### config.mk
export PLATFORM = sky130hd
export DESIGN_NAME = alu
export DESIGN_NICKNAME = d
export VERILOG_FILES = /design/src/hdl/core_pkg.sv /design/src/hdl/alu.sv
export SDC_FILE = /design/constraint.sdc
export NUM_CORES = 1
export LEC_CHECK = 0
export BUFFER_PORTS_ARGS = -buffer_cell sky130_fd_sc_hd__buf_2
export CELL_PAD_IN_SITES_DETAIL_PLACEMENT = 1
export CELL_PAD_IN_SITES_GLOBAL_PLACEMENT = 2
export CORE_MARGIN = 2
export CORE_UTILIZATION = 35
export DETAILED_ROUTE_END_ITERATION = 7
export PLACE_DENSITY = 0.88
export SLEW_MARGIN = 20
export SYNTH_ARGS = -nofsm -noshare
export SYNTH_HDL_FRONTEND = slang
export SYNTH_SLANG_ARGS = --single-unit
### constraint.sdc
create_clock -name vclk -period 5.6
set_input_delay 1.12 -clock vclk [all_inputs]
set_output_delay 1.12 -clock vclk [all_outputs]
set_load 0.02 [all_outputs]
### src/hdl/core_pkg.sv
`default_nettype none

package core_pkg;

    localparam int alu_op_nbit = 4;
    localparam int wtg_op_nbit = 3;
    localparam int dm_op_nbit = 1;
    localparam int rc0_op_nbit = 2;

    localparam int mux_rf_reqw_nbit = 2;
    localparam int mux_alu_datay_nbit = 2;
    localparam int mux_rc0_iew_nbit = 2;
    localparam int mux_rc0_epcw_nbit = 1;

    localparam logic [alu_op_nbit-1:0] alu_add  = 4'd0;
    localparam logic [alu_op_nbit-1:0] alu_sub  = 4'd1;
    localparam logic [alu_op_nbit-1:0] alu_and  = 4'd2;
    localparam logic [alu_op_nbit-1:0] alu_or   = 4'd3;
    localparam logic [alu_op_nbit-1:0] alu_nor  = 4'd4;
    localparam logic [alu_op_nbit-1:0] alu_slt  = 4'd5;
    localparam logic [alu_op_nbit-1:0] alu_sltu = 4'd6;
    localparam logic [alu_op_nbit-1:0] alu_sll  = 4'd7;
    localparam logic [alu_op_nbit-1:0] alu_srl  = 4'd8;
    localparam logic [alu_op_nbit-1:0] alu_sra  = 4'd9;
    localparam logic [alu_op_nbit-1:0] alu_sllv = 4'd10;
    localparam logic [alu_op_nbit-1:0] alu_lui  = 4'd11;

    localparam logic [wtg_op_nbit-1:0] wtg_jno  = 3'd0; // pc+4
    localparam logic [wtg_op_nbit-1:0] wtg_j26  = 3'd1;
    localparam logic [wtg_op_nbit-1:0] wtg_j32  = 3'd2;
    localparam logic [wtg_op_nbit-1:0] wtg_beq  = 3'd3;
    localparam logic [wtg_op_nbit-1:0] wtg_bne  = 3'd4;
    localparam logic [wtg_op_nbit-1:0] wtg_bgez = 3'd5;
    localparam logic [wtg_op_nbit-1:0] wtg_irq  = 3'd6;
    localparam logic [wtg_op_nbit-1:0] wtg_iret = 3'd7;

    localparam logic [dm_op_nbit-1:0] dm_wd = 1'b0; // full word
    localparam logic [dm_op_nbit-1:0] dm_ub = 1'b1; // unsigned byte

    localparam logic [rc0_op_nbit-1:0] rc0_nop = 2'd0;
    localparam logic [rc0_op_nbit-1:0] rc0_irq = 2'd1;
    localparam logic [rc0_op_nbit-1:0] rc0_ret = 2'd2;

    localparam logic [mux_rf_reqw_nbit-1:0] mux_rf_reqw_rt = 2'd0;
    localparam logic [mux_rf_reqw_nbit-1:0] mux_rf_reqw_rd = 2'd1;
    localparam logic [mux_rf_reqw_nbit-1:0] mux_rf_reqw_31 = 2'd2;

    localparam logic [mux_alu_datay_nbit-1:0] mux_alu_datay_rfb  = 2'd0;
    localparam logic [mux_alu_datay_nbit-1:0] mux_alu_datay_exts = 2'd1;
    localparam logic [mux_alu_datay_nbit-1:0] mux_alu_datay_extz = 2'd2;

    localparam logic [mux_rc0_iew_nbit-1:0] mux_rc0_iew_rf   = 2'd0;
    localparam logic [mux_rc0_iew_nbit-1:0] mux_rc0_iew_zero = 2'd1;
    localparam logic [mux_rc0_iew_nbit-1:0] mux_rc0_iew_one  = 2'd2;

    localparam logic [mux_rc0_epcw_nbit-1:0] mux_rc0_epcw_rf = 1'b0;
    localparam logic [mux_rc0_epcw_nbit-1:0] mux_rc0_epcw_pc = 1'b1;

    localparam logic [31:0] irq_vector = 32'h0000_0100; // handler entry

    typedef union packed {
        struct packed {
            logic [5:0] opcode;
            logic [4:0] rs;
            logic [4:0] rt;
            logic [4:0] rd;
            logic [4:0] shamt;
            logic [5:0] funct;
        } r;
        struct packed {
            logic [5:0]  opcode;
            logic [4:0]  rs;
            logic [4:0]  rt;
            logic [15:0] imm16;
        } i;
        struct packed {
            logic [5:0]  opcode;
            logic [25:0] target26;
        } j;
    } instr_t;

endpackage

`default_nettype wire

### src/hdl/alu.sv
`timescale 1ns/100ps
`default_nettype none

module alu (
    input wire [core_pkg::alu_op_nbit-1:0] alu_op,
    input wire [31:0] x,
    input wire [31:0] y,
    input wire [4:0] shamt,
    output logic [31:0] result
);
    import core_pkg::*;

    always_comb begin
        case (alu_op)
            alu_add:  result = x + y;
            alu_sub:  result = x - y;
            alu_and:  result = x & y;
            alu_or:   result = x | y;
            alu_nor:  result = ~(x | y);
            alu_slt:  result = {31'd0, $signed(x) < $signed(y)};
            alu_sltu: result = {31'd0, x < y};
            alu_sll:  result = y << shamt;
            alu_srl:  result = y >> shamt;
            alu_sra:  result = $unsigned($signed(y) >>> shamt);
            alu_sllv: result = y << x[4:0]; // amount from rs
            alu_lui:  result = {y[15:0], 16'd0};
            default:  result = x + y;
        endcase
    end

endmodule

`default_nettype wire

# Word level (Yosys, flattened, before mapping)
# Index checks and enable logic that the tools add are counted.
[totals] reg_bits=0 input_bits=73 output_inout_bits=32 wordCells=23
[classes] add_sub_neg=2 n_lt_le_gt_ge=2 n_eq_ne=11 shifts=4 n_mux=1 bitwise_logic=3
[op_table] cell="$pmux 32 s11" count=1
[op_table] cell="$lt 32x32->1" count=2
[op_table] cell="$shl 32x5->32" count=2
[op_table] cell="$add 32x32->32" count=1
[op_table] cell="$and 32x32->32" count=1
[op_table] cell="$not 32->32" count=1
[op_table] cell="$or 32x32->32" count=1
[op_table] cell="$shr 32x5->32" count=1
[op_table] cell="$sshr 32x5->32" count=1
[op_table] cell="$sub 32x32->32" count=1
[op_table] cell="$eq 4x3->1 const B" count=4
[op_table] cell="$eq 4x4->1 const B" count=4
[op_table] cell="$eq 4x2->1 const B" count=2
[op_table] cell="$eq 4x1->1 const B" count=1

# Logic depth before layout (Yosys ltp)
# Gate-level depths: netlist of run 1.
[depth] word_depth=3 ltp_mapped=14

# Worst setup path after synthesis of run 1
# OpenSTA, ideal clock, no wires.
[synth_path] kind="in2out" from="input port alu_op[0] in the netlist's numbering" to="output port result[14]" arrival_time_ns=4.120 required_time_ns=4.480 slack_ns=0.360 stages=12 cell_sequence="buf_6 nor4bb_4 buf_6 mux2i_4 buf_2 buf_2 buf_4 a21oi_1 mux2_2 o21a_1 a22o_1 a221oi_1"
[synth_via] elab_chain_cells=2
[synth_lines] item="start: declaration" line="alu.sv:5" source="input wire [core_pkg::alu_op_nbit-1:0] alu_op,"
[synth_lines] item="$eq 4x4->1 (tied with other cells)" line="alu.sv:14" source="case (alu_op)"
[synth_lines] item="$pmux 32 s11 (*)" line="alu.sv:14"
[synth_lines] item="end: declaration" line="alu.sv:9" source="output logic [31:0] result"
# Mark *: on every way between the ends. The rest lies on a longest branch, timed or not.

# Final worst setup path of run 1
[layout_path] from="input port y[2]" to="output port result[0]"
[layout_via] elab_chain_cells=2
[layout_lines] item="start: declaration" line="alu.sv:7" source="input wire [31:0] y,"
[layout_lines] item="$lt 32x32->1 (tied with other cells)" line="alu.sv:21" source="alu_sltu: result = {31'd0, x < y};"
[layout_lines] item="$pmux 32 s11 (*)" line="alu.sv:14"
# Marked as above.

==> results of run 1 <==
==> tightest hold or removal path, stage by stage <==
cell and delay [ns]:
buf_2 0.14, nor2b_1 0.10, o2111ai_1 0.15, a21oi_2 0.09, buf_2 0.16
==> cell type report <==
cell class / instances / area [um2]
fill: 3192 / 13190
multi-input combinational: 1079 / 8114
timing repair buffer: 309 / 2161
tap: 324 / 405.4
inverter: 101 / 381.6
==> logic make-up (layout without fill, tap and decap cells) <==
kind of cell,Yosys count,after routing,share of synthesized area (%)
XOR/XNOR,5,5,0.5092
AO/OA/AOI/OAI,473,473,38.14
buffers and inverters,193,410,8.960
multiplexers,121,121,17.99
AND/OR/NAND/NOR,382,382,19.97
adder cells (fa/ha/maj),98,98,14.43
==> final timing paths <==
kind	startpoint	end	slack [ns]	depth (start not counted)
max	y[2]	result[0]	0.009	17
min	alu_op[3]	result[0]	2.88	5
==> metrics by stage <==
step / hold slack [ns] / setup WS [ns]
2_1_floorplan: 2.503 / 0.3596
3_3_place_gp: 2.870 / -0.1139
3_5_place_dp: 2.858 / -0.1822
4_1_cts: 2.861 / -0.01874
5_1_grt: 2.900 / -0.1007
6_report: 2.880 / 0.008971
==> where the power goes <==
group          switching, mW  internal [mW]
logic                  0.816          0.515
clock network              0              0
registers                  0              0
total                  0.816          0.515
==> layout by cell type, fill, tap and decap left out, types with 7 or more instances in the layout <==
cell	n
buf_4	199
nand2_1	133
nor2_1	126
a21oi_1	118
buf_2	101
inv_1	95
ha_1	91
mux2i_1	79
o21ai_0	65
o211ai_1	28
a221oi_1	26
mux4_2	23
nor3_1	23
nand3_1	23
a211oi_1	23
o22ai_1	16
o221ai_1	15
o21bai_1	14
a21o_1	13
a221o_1	13
mux2_2	13
a22oi_1	13
nor2b_1	11
o2111ai_1	11
nand4_1	10
nand2b_1	9
and2_1	9
o21a_1	9
o31a_1	8
o31ai_1	8
a31oi_1	7
==> timing repair <==
item | in CTS | in global routing
gates resized for setup | 11 | 52
endpoints found under the setup margin | 11 | 21
buffers inserted | 1 | 12
pin swaps | 2 | 21
==> metal layers <==
layer	GRT usage (%)	up-vias	routed length (um)
met1	53.15	5870	21660
met2	59.93	728	22530
met3	4.830	152	5212
li1	-	5208	-
met4	12.50	0	1946
met5	0	-	0
==> out/qor.yml, run 1 <==
diodes: 0
postRouteAntennaNets: 0
power_density_nw_per_um2: 120.3
grt_pass1_wl_um: 74540
antenna_found_initial: 0
layout.cells.non_filler: 1813
finalCritPeriodShare_pct: 99.84
dpl.hpwl_um: 41950
synth_cell_types: 77
routabilityCongestion: 1.079
worst-path-max-fanout: 5
dieHeight_um: 160.8
dr.pass1.iters: 5
max_freq_mhz: 178.9
core_um2: 24250
fp-row-count: 57
cp_slowest_cell: "ha_2"
drt-wirelength-per-cell_um: 28.32
worstMarginPinSlew_ns: 1.236
routed_wl_um: 51350
hold_path.class: "in2out"
cpMostUsedCell: "buf_4"
final_cell_area_um2: 11060
p_leak_nw: 5.080
yosysMostFrequentCell: "nand2_1"
holdBufCountCts: 0
initial_core_util_pct: 35.47
dieArea_um2: 25850
worstPathRequired_ns: 4.48
worst-path-buf-inv: 6
slew_headroom_pct: 17.04
period_needed_ns: 5.591
portBuffers: 105
rsz0062_at_grt: "yes"
grt_max_degree: 49
drc: 0
cp_top_family: "compound AO/OA/AOI/OAI gates"
synth_common_cells: "nand2_1 (133), nor2_1 (129), a21oi_1 (121)"
yosysTopAreaCellShare_pct: 13.96
dpl.cell_count: 1800
syn-cell-area_um2: 8602
end_kind: "output pin"
hold_violations: 0
fp.dieW_um: 160.8
yosys.area.top_type: "ha_1"
clkbuf_count: 0
peakVddDrop_mv: 0.05900
fin_nets: 1662
final-seq-area_um2: 0
grt_overflow: 0
start_kind: "input port"
utilization_pct: 45.62
maxSlewViolCount: 0
seq_cells: 0
synth_cells: 1272
synth_nets: 1443
critPathKind: "in2out"
ios: 105
placedInstanceArea_um2: 10670
grt_pass1_vias: 11770
num_vias: 11960
critPathArrivalTime_ns: 4.47
finalPower_mw: 1.331
ys_top_cells_by_area: "ha_1 (14%), mux2i_1 (9.4%), a21oi_1 (7.0%), mux4_2 (6.0%), nand2_1 (5.8%)"
avgSynthCellArea_um2: 6.763
worstPathCellList: "buf_2 > inv_1 > ha_2 > o21bai_2 > a221oi_2 > nand4_1 > a311oi_1 > buf_4 > nor4b_1 > buf_4 > o21bai_1 > a21oi_1 > a21oi_1 > buf_4 > o2111ai_1 > a21oi_2 > buf_2"
final.setup.tns_ns: 0
synthToLayoutAreaGrowth_pct: 28.60
ys_seq_area_share_pct: 0
maxCapViolations: 0
viasPerCell: 6.596
drt_iter0_markers: 1214
drive_above_1_share_pct: 27.54
critPathMaxStageDelay_ns: 0.42
yosys_warnings: 0
status: "complete, no violations"
setup_viol: 0
grt_usage_pct: 37.86
Power figures use the tool's default switching activity.
==> run 2, diff against run 1 <==
--- a/config.mk
+++ b/config.mk
@@ -5,13 +5,14 @@
 export SDC_FILE = /design/constraint.sdc
 export NUM_CORES = 1
 export LEC_CHECK = 0
+export ABC_AREA = 1
 export BUFFER_PORTS_ARGS = -buffer_cell sky130_fd_sc_hd__buf_2
 export CELL_PAD_IN_SITES_DETAIL_PLACEMENT = 1
 export CELL_PAD_IN_SITES_GLOBAL_PLACEMENT = 2
 export CORE_MARGIN = 2
-export CORE_UTILIZATION = 35
+export CORE_UTILIZATION = 30
 export DETAILED_ROUTE_END_ITERATION = 7
-export PLACE_DENSITY = 0.88
+export PLACE_DENSITY = 0.86
 export SLEW_MARGIN = 20
 export SYNTH_ARGS = -nofsm -noshare
 export SYNTH_HDL_FRONTEND = slang
==> out/qor.yml, run 2 <==
status: "complete, no violations"  # unchanged
maxCapViolations: 0  # unchanged
utilization_pct: 33.92  # was 45.62%
end_kind: "output pin"  # unchanged
yosysTopAreaCellShare_pct: 24.54  # was 13.96%
postRouteAntennaNets: 0  # unchanged
post_cts_buffers: 0  # was 1
fp.dieW_um: 185.4  # was 160.8 um
start_kind: "input port"  # unchanged
initial_core_util_pct: 30.40  # was 35.47%
hold_depth: 7  # was 5
critPathArrivalTime_ns: 4.15  # was 4.47 ns
critPathMaxStageDelay_ns: 0.49  # was 0.42 ns
final_common_cell: "nand2_1"  # was buf_4
dpl.hpwl_um: 57440  # was 41,950 um
synthToLayoutAreaGrowth_pct: 11.58  # was 28.60%
power_density_nw_per_um2: 118.7  # was 120.3 nW/um2
maxSlewViolCount: 0  # unchanged
worstPathRequired_ns: 4.48  # about the same
synth_cells: 2019  # was 1,272
critPathKind: "in2out"  # unchanged
final_cell_mix: "nand2_1 (645), nand3_1 (309), inv_1 (233), nor2_1 (184), o21ai_0 (145)"  # was buf_4 (199), nand2_1 (133), nor2_1 (126), a21oi_1 (118), buf_2 (101)
routabilityCongestion: 1.089  # was 1.079
clkbuf_count: 0  # unchanged
yosys.area.top_type: "nand2_1"  # was ha_1
ios: 105  # unchanged
fp-row-count: 66  # was 57
drc: 0  # unchanged
drt-wirelength-per-cell_um: 26.30  # was 28.32 um
endpoint: "result[23]"  # was result[0]
slew_headroom_pct: 42.41  # was 17.04%
cp_slowest_cell: "ha_1"  # was ha_2
num_vias: 14810  # was 11,960
syn-cell-area_um2: 9867  # was 8602 um2
drt_iter0_markers: 1419  # was 1,214
viasPerCell: 5.839  # was 6.596
core_um2: 32450  # was 24,250 um2
synth_nets: 2190  # was 1,443
worst-path-max-fanout: 8  # was 5
portBuffers: 105  # unchanged
synth_cell_types: 47  # was 77
ys_seq_area_share_pct: 0  # unchanged
antenna_found_initial: 1  # was 0
p_leak_nw: 5.826  # was 5.080 nW
dieArea_um2: 34360  # was 25,850 um2
hold_path.class: "in2out"  # unchanged
grt_max_degree: 48  # was 49
startpoint: "y[4]"  # was y[2]
max_freq_mhz: 189.9  # was 178.9 MHz
yosysMostFrequentCell: "nand2_1"  # unchanged
ctsResizeCount: 0  # was 11
worstPathCellList: "buf_2 > inv_1 > ha_1 > a21oi_1 > a21boi_0 > o21ai_0 > nand3_1 > nand3_1 > o21ai_0 > nand2_1 > inv_1 > buf_2"  # was buf_2 > inv_1 > ha_2 > o21bai_2 > a221oi_2 > nand4_1 > a311oi_1 > buf_4 > nor4b_1 > buf_4 > o21bai_1 > a21oi_1 > a21oi_1 > buf_4 > o2111ai_1 > a21oi_2 > buf_2
final-seq-area_um2: 0  # unchanged
avgSynthCellArea_um2: 4.887  # was 6.763 um2
peakVddDrop_mv: 0.05240  # was 0.05900 mV
fin_nets: 2266  # was 1,662
dieHeight_um: 185.4  # was 160.8 um
routed_wl_um: 66710  # was 51,350 um
grt_pass1_wl_um: 95400  # was 74,540 um
ys_top_cells_by_area: "nand2_1 (25%), nand3_1 (16%), ha_1 (12%), inv_1 (8.9%), o21ai_0 (7.4%)"  # was ha_1 (14%), mux2i_1 (9.4%), a21oi_1 (7.0%), mux4_2 (6.0%), nand2_1 (5.8%)
worstMarginPinSlew_ns: 0.8638  # was 1.236 ns
holdBufCountCts: 0  # unchanged
setup_viol: 0  # unchanged
dr.pass1.iters: 5  # unchanged
grt_usage_pct: 38.15  # was 37.86%
finalPower_mw: 1.306  # was 1.331 mW
period_needed_ns: 5.266  # was 5.591 ns
final.setup.tns_ns: 0  # unchanged
drive_above_1_share_pct: 9.221  # was 27.54%
seq_cells: 0  # unchanged
rsz0062_at_grt: "no"  # was yes
synth_common_cells: "nand2_1 (645), nand3_1 (309), inv_1 (233)"  # was nand2_1 (133), nor2_1 (129), a21oi_1 (121)
grt_overflow: 0  # unchanged
hold_violations: 0  # unchanged
grt_pass1_vias: 14560  # was 11,770
yosys_warnings: 0  # unchanged
finalCritPeriodShare_pct: 94.03  # was 99.84%
## run 2: worst min-delay path by stage
| stage | slack, ns | endpoint | start |
|---|---|---|---|
| 6_report | 2.87 | result[0] | alu_op[3] |
| 5_1_grt | 2.97 | result[0] | alu_op[3] |
| 4_1_cts | 2.87 | result[0] | alu_op[3] |
| 3_5_place_dp | 2.87 | result[0] | alu_op[3] |
| 3_3_place_gp | 2.89 | result[0] | alu_op[0] |
| 2_1_floorplan | 2.53 | result[24] | y[8] |
## run 2: cell type report
cell class	count	area, um2
inverter	237	889.6
tap	442	553.0
multi-input combinational	1689	8573
timing repair buffer	167	991.0
fill	4735	21440
antenna	1	2.502
## run 2: routing by layer
metal / GRT usage, % / up-vias / routed length [um]
li1: - / 6798 / -
met1: 52.64 / 7241 / 29180
met2: 60.76 / 640 / 29220
met3: 3.087 / 128 / 4944
met4: 15.87 / 0 / 3368
met5: 0 / - / 0
## run 2: power breakdown
group	switching, mW	internal (mW)
registers	0	0
clock network	0	0.0000000146
logic	0.950	0.356
## run 2: kinds of logic (layout without fill, tap and decap cells)
logic type / after synthesis / in the layout / synth area share (%)
buffers and inverters: 330 / 404 / 13.20
AOI/OAI and AO/OA: 363 / 363 / 21.08
and+or+nand+nor: 1215 / 1215 / 51.99
other: 0 / 1 / 0
adders and majority gates: 98 / 98 / 12.58
xor gates and xnor gates: 13 / 13 / 1.154
## run 2: per-stage QoR
stage | worst slack (ns) | instance area [um2] | hold WS, ns | cells
floorplan | 1.444 | 9867 | 2.532 | 2019
global placement | 0.4390 | 11010 | 2.891 | 2535
detailed placement | 0.4842 | 11010 | 2.869 | 2535
CTS | 0.4845 | 11010 | 2.872 | 2535
global route | 0.2137 | 11010 | 2.972 | 2535
finish | 0.3344 | 11010 | 2.874 | 2536
## run 2: worst max-delay path: cells and delay by family
family	cells	cell delay [ns]
compound gates	4	1.45
simple gates	3	0.46
buf+inv	4	0.61
fa+ha+maj	1	0.49
==> run 3, diff against run 2 <==
--- a/config.mk
+++ b/config.mk
@@ -9,11 +9,11 @@
 export BUFFER_PORTS_ARGS = -buffer_cell sky130_fd_sc_hd__buf_2
 export CELL_PAD_IN_SITES_DETAIL_PLACEMENT = 1
 export CELL_PAD_IN_SITES_GLOBAL_PLACEMENT = 2
+export CORE_ASPECT_RATIO = 1.1
 export CORE_MARGIN = 2
 export CORE_UTILIZATION = 30
 export DETAILED_ROUTE_END_ITERATION = 7
 export PLACE_DENSITY = 0.86
-export SLEW_MARGIN = 20
 export SYNTH_ARGS = -nofsm -noshare
 export SYNTH_HDL_FRONTEND = slang
 export SYNTH_SLANG_ARGS = --single-unit
==> out/qor.yml, run 3 (same netlist as run 2, synthesis figures left out) <==
worstHoldStart: "alu_op[3]"  # unchanged
start_kind: "input port"  # unchanged
status: "complete, no violations"  # unchanged
grt_max_degree: 48  # unchanged
critPathKind: "in2out"  # unchanged
dpl.hpwl_um: 57710  # was 57,440 um
viasPerCell: 5.995  # was 5.839
worstMarginPinSlew_ns: 0.8747  # was 0.8638 ns
setup_viol: 0  # unchanged
critPathMaxStageDelay_ns: 0.72  # was 0.49 ns
worstPathRequired_ns: 4.48  # about the same
synthToLayoutAreaGrowth_pct: 10.93  # was 11.58%
final-seq-area_um2: 0  # unchanged
grt_pass1_wl_um: 96290  # was 95,400 um
fin_nets: 2257  # was 2,266
cpMostUsedCell: "nand2_1"
drive_above_1_share_pct: 8.829  # was 9.221%
rsz0062_at_grt: "no"  # unchanged
grt_pass1_vias: 14780  # was 14,560
ios: 105  # unchanged
max_freq_mhz: 187.5  # was 189.9 MHz
hold_violations: 0  # unchanged
final_cell_area_um2: 10950  # was 11,010 um2
end_kind: "output pin"  # unchanged
postRouteAntennaNets: 0  # unchanged
dr.pass1.iters: 6  # was 5
cp_top_family: "simple AND/OR/NAND/NOR gates"  # was compound AO/OA/AOI/OAI gates
num_vias: 15050  # was 14,810
worst-path-buf-inv: 3  # was 4
worst-path-max-fanout: 6  # was 8
seq_cells: 0  # unchanged
post_cts_buffers: 0  # unchanged
dieArea_um2: 34360  # about the same
fp-row-count: 69  # was 66
maxCapViolations: 0  # unchanged
core_um2: 32370  # was 32,450 um2
clkbuf_count: 0  # unchanged
final_common_cell: "nand2_1"  # unchanged
final_cell_mix: "nand2_1 (645), nand3_1 (309), inv_1 (233), nor2_1 (184), o21ai_0 (145)"  # unchanged
period_needed_ns: 5.333  # was 5.266 ns
holdBufCountCts: 0  # unchanged
finalCritPeriodShare_pct: 95.24  # was 94.03%
hold-worst-slack_ns: 2.868  # was 2.874 ns
p_leak_nw: 5.790  # was 5.826 nW
routabilityCongestion: 1.077  # was 1.089
portBuffers: 105  # unchanged
initial_core_util_pct: 30.48  # was 30.40%
n_fill_cell: 4723  # was 4,735
power_density_nw_per_um2: 119.4  # was 118.7 nW/um2
worstPathCellList: "buf_2 > inv_1 > ha_1 > nand3_1 > nand3_1 > a21boi_0 > o21ai_0 > nand2_1 > nand2_1 > nand2_1 > nand2_1 > nand2_1 > nand3_1 > nand3_1 > buf_2"  # was buf_2 > inv_1 > ha_1 > a21oi_1 > a21boi_0 > o21ai_0 > nand3_1 > nand3_1 > o21ai_0 > nand2_1 > inv_1 > buf_2
final.setup.tns_ns: 0  # unchanged
peakVddDrop_mv: 0.03781  # was 0.05240 mV
utilization_pct: 33.81  # was 33.92%
critPathArrivalTime_ns: 4.21  # was 4.15 ns
ctsResizeCount: 0  # unchanged
antenna_found_initial: 1  # unchanged
slew_headroom_pct: 41.07  # was 42.41%
grt_usage_pct: 37.94  # was 38.15%
grt_overflow: 0  # unchanged
routed_wl_um: 67660  # was 66,710 um
drc: 0  # unchanged
maxSlewViolCount: 0  # unchanged
multi_input_area_um2: 8574  # was 8573 um2
startpoint: "y[1]"  # was y[4]
cp_slowest_cell: "o21ai_0"  # was ha_1
drt_iter0_markers: 1373  # was 1,419
fp.dieW_um: 176.9  # was 185.4 um
placedInstanceArea_um2: 10940  # was 11,010 um2
dieHeight_um: 194.2  # was 185.4 um
drt-wirelength-per-cell_um: 26.95  # was 26.30 um
hold_path.class: "in2out"  # unchanged
## run 3: cell count changes in the layout (fill, tap and decap cells not counted), sizes merged
cell	previous run	this run
buf	167	157
clkbuf	0	1
## run 3: path summary, 6_finish.rpt
| check | end | cells after the start |
|---|---|---|
| max | result[19] | 15 |
| min | result[0] | 7 |
## run 3: layout make-up
cell class	count	area share, %
inverters	237	8.128
repair buffers	158	8.642
diodes	1	0.02286
well taps	426	4.870
multi-input cells	1689	78.34
## run 3: tightest hold or removal path: stages
cell and delay (ns):
buf_2 0.10, nor2_1 0.09, nand4_1 0.10, nand2_1 0.06, nor2_1 0.08, nor2_1 0.05
buf_2 0.15
## run 3: per-layer routing
metal  vias to the layer above  GRT usage [%]  routed length (um)
met5                         -              0                   0
met4                         0          16.38                3547
met2                       726          62.51               30930
li1                       6787              -                   -
met3                       167          5.314                5090
met1                      7373          48.96               28100
## run 3: through the flow
step	setup slack (ns)	cells	power [mW]
after floorplan	1.444	2019	0.7567
after global placement	0.2898	2509	1.247
after detailed placement	0.3293	2509	1.261
after CTS	0.3017	2509	1.267
after global routing	0.1215	2510	1.391
final	0.2666	2511	1.307
## run 3: power by group
part	switching, mW	internal (mW)
combinational	0.953	0.353
clock	0	0.00000000859
sequential	0	0
total	0.953	0.353
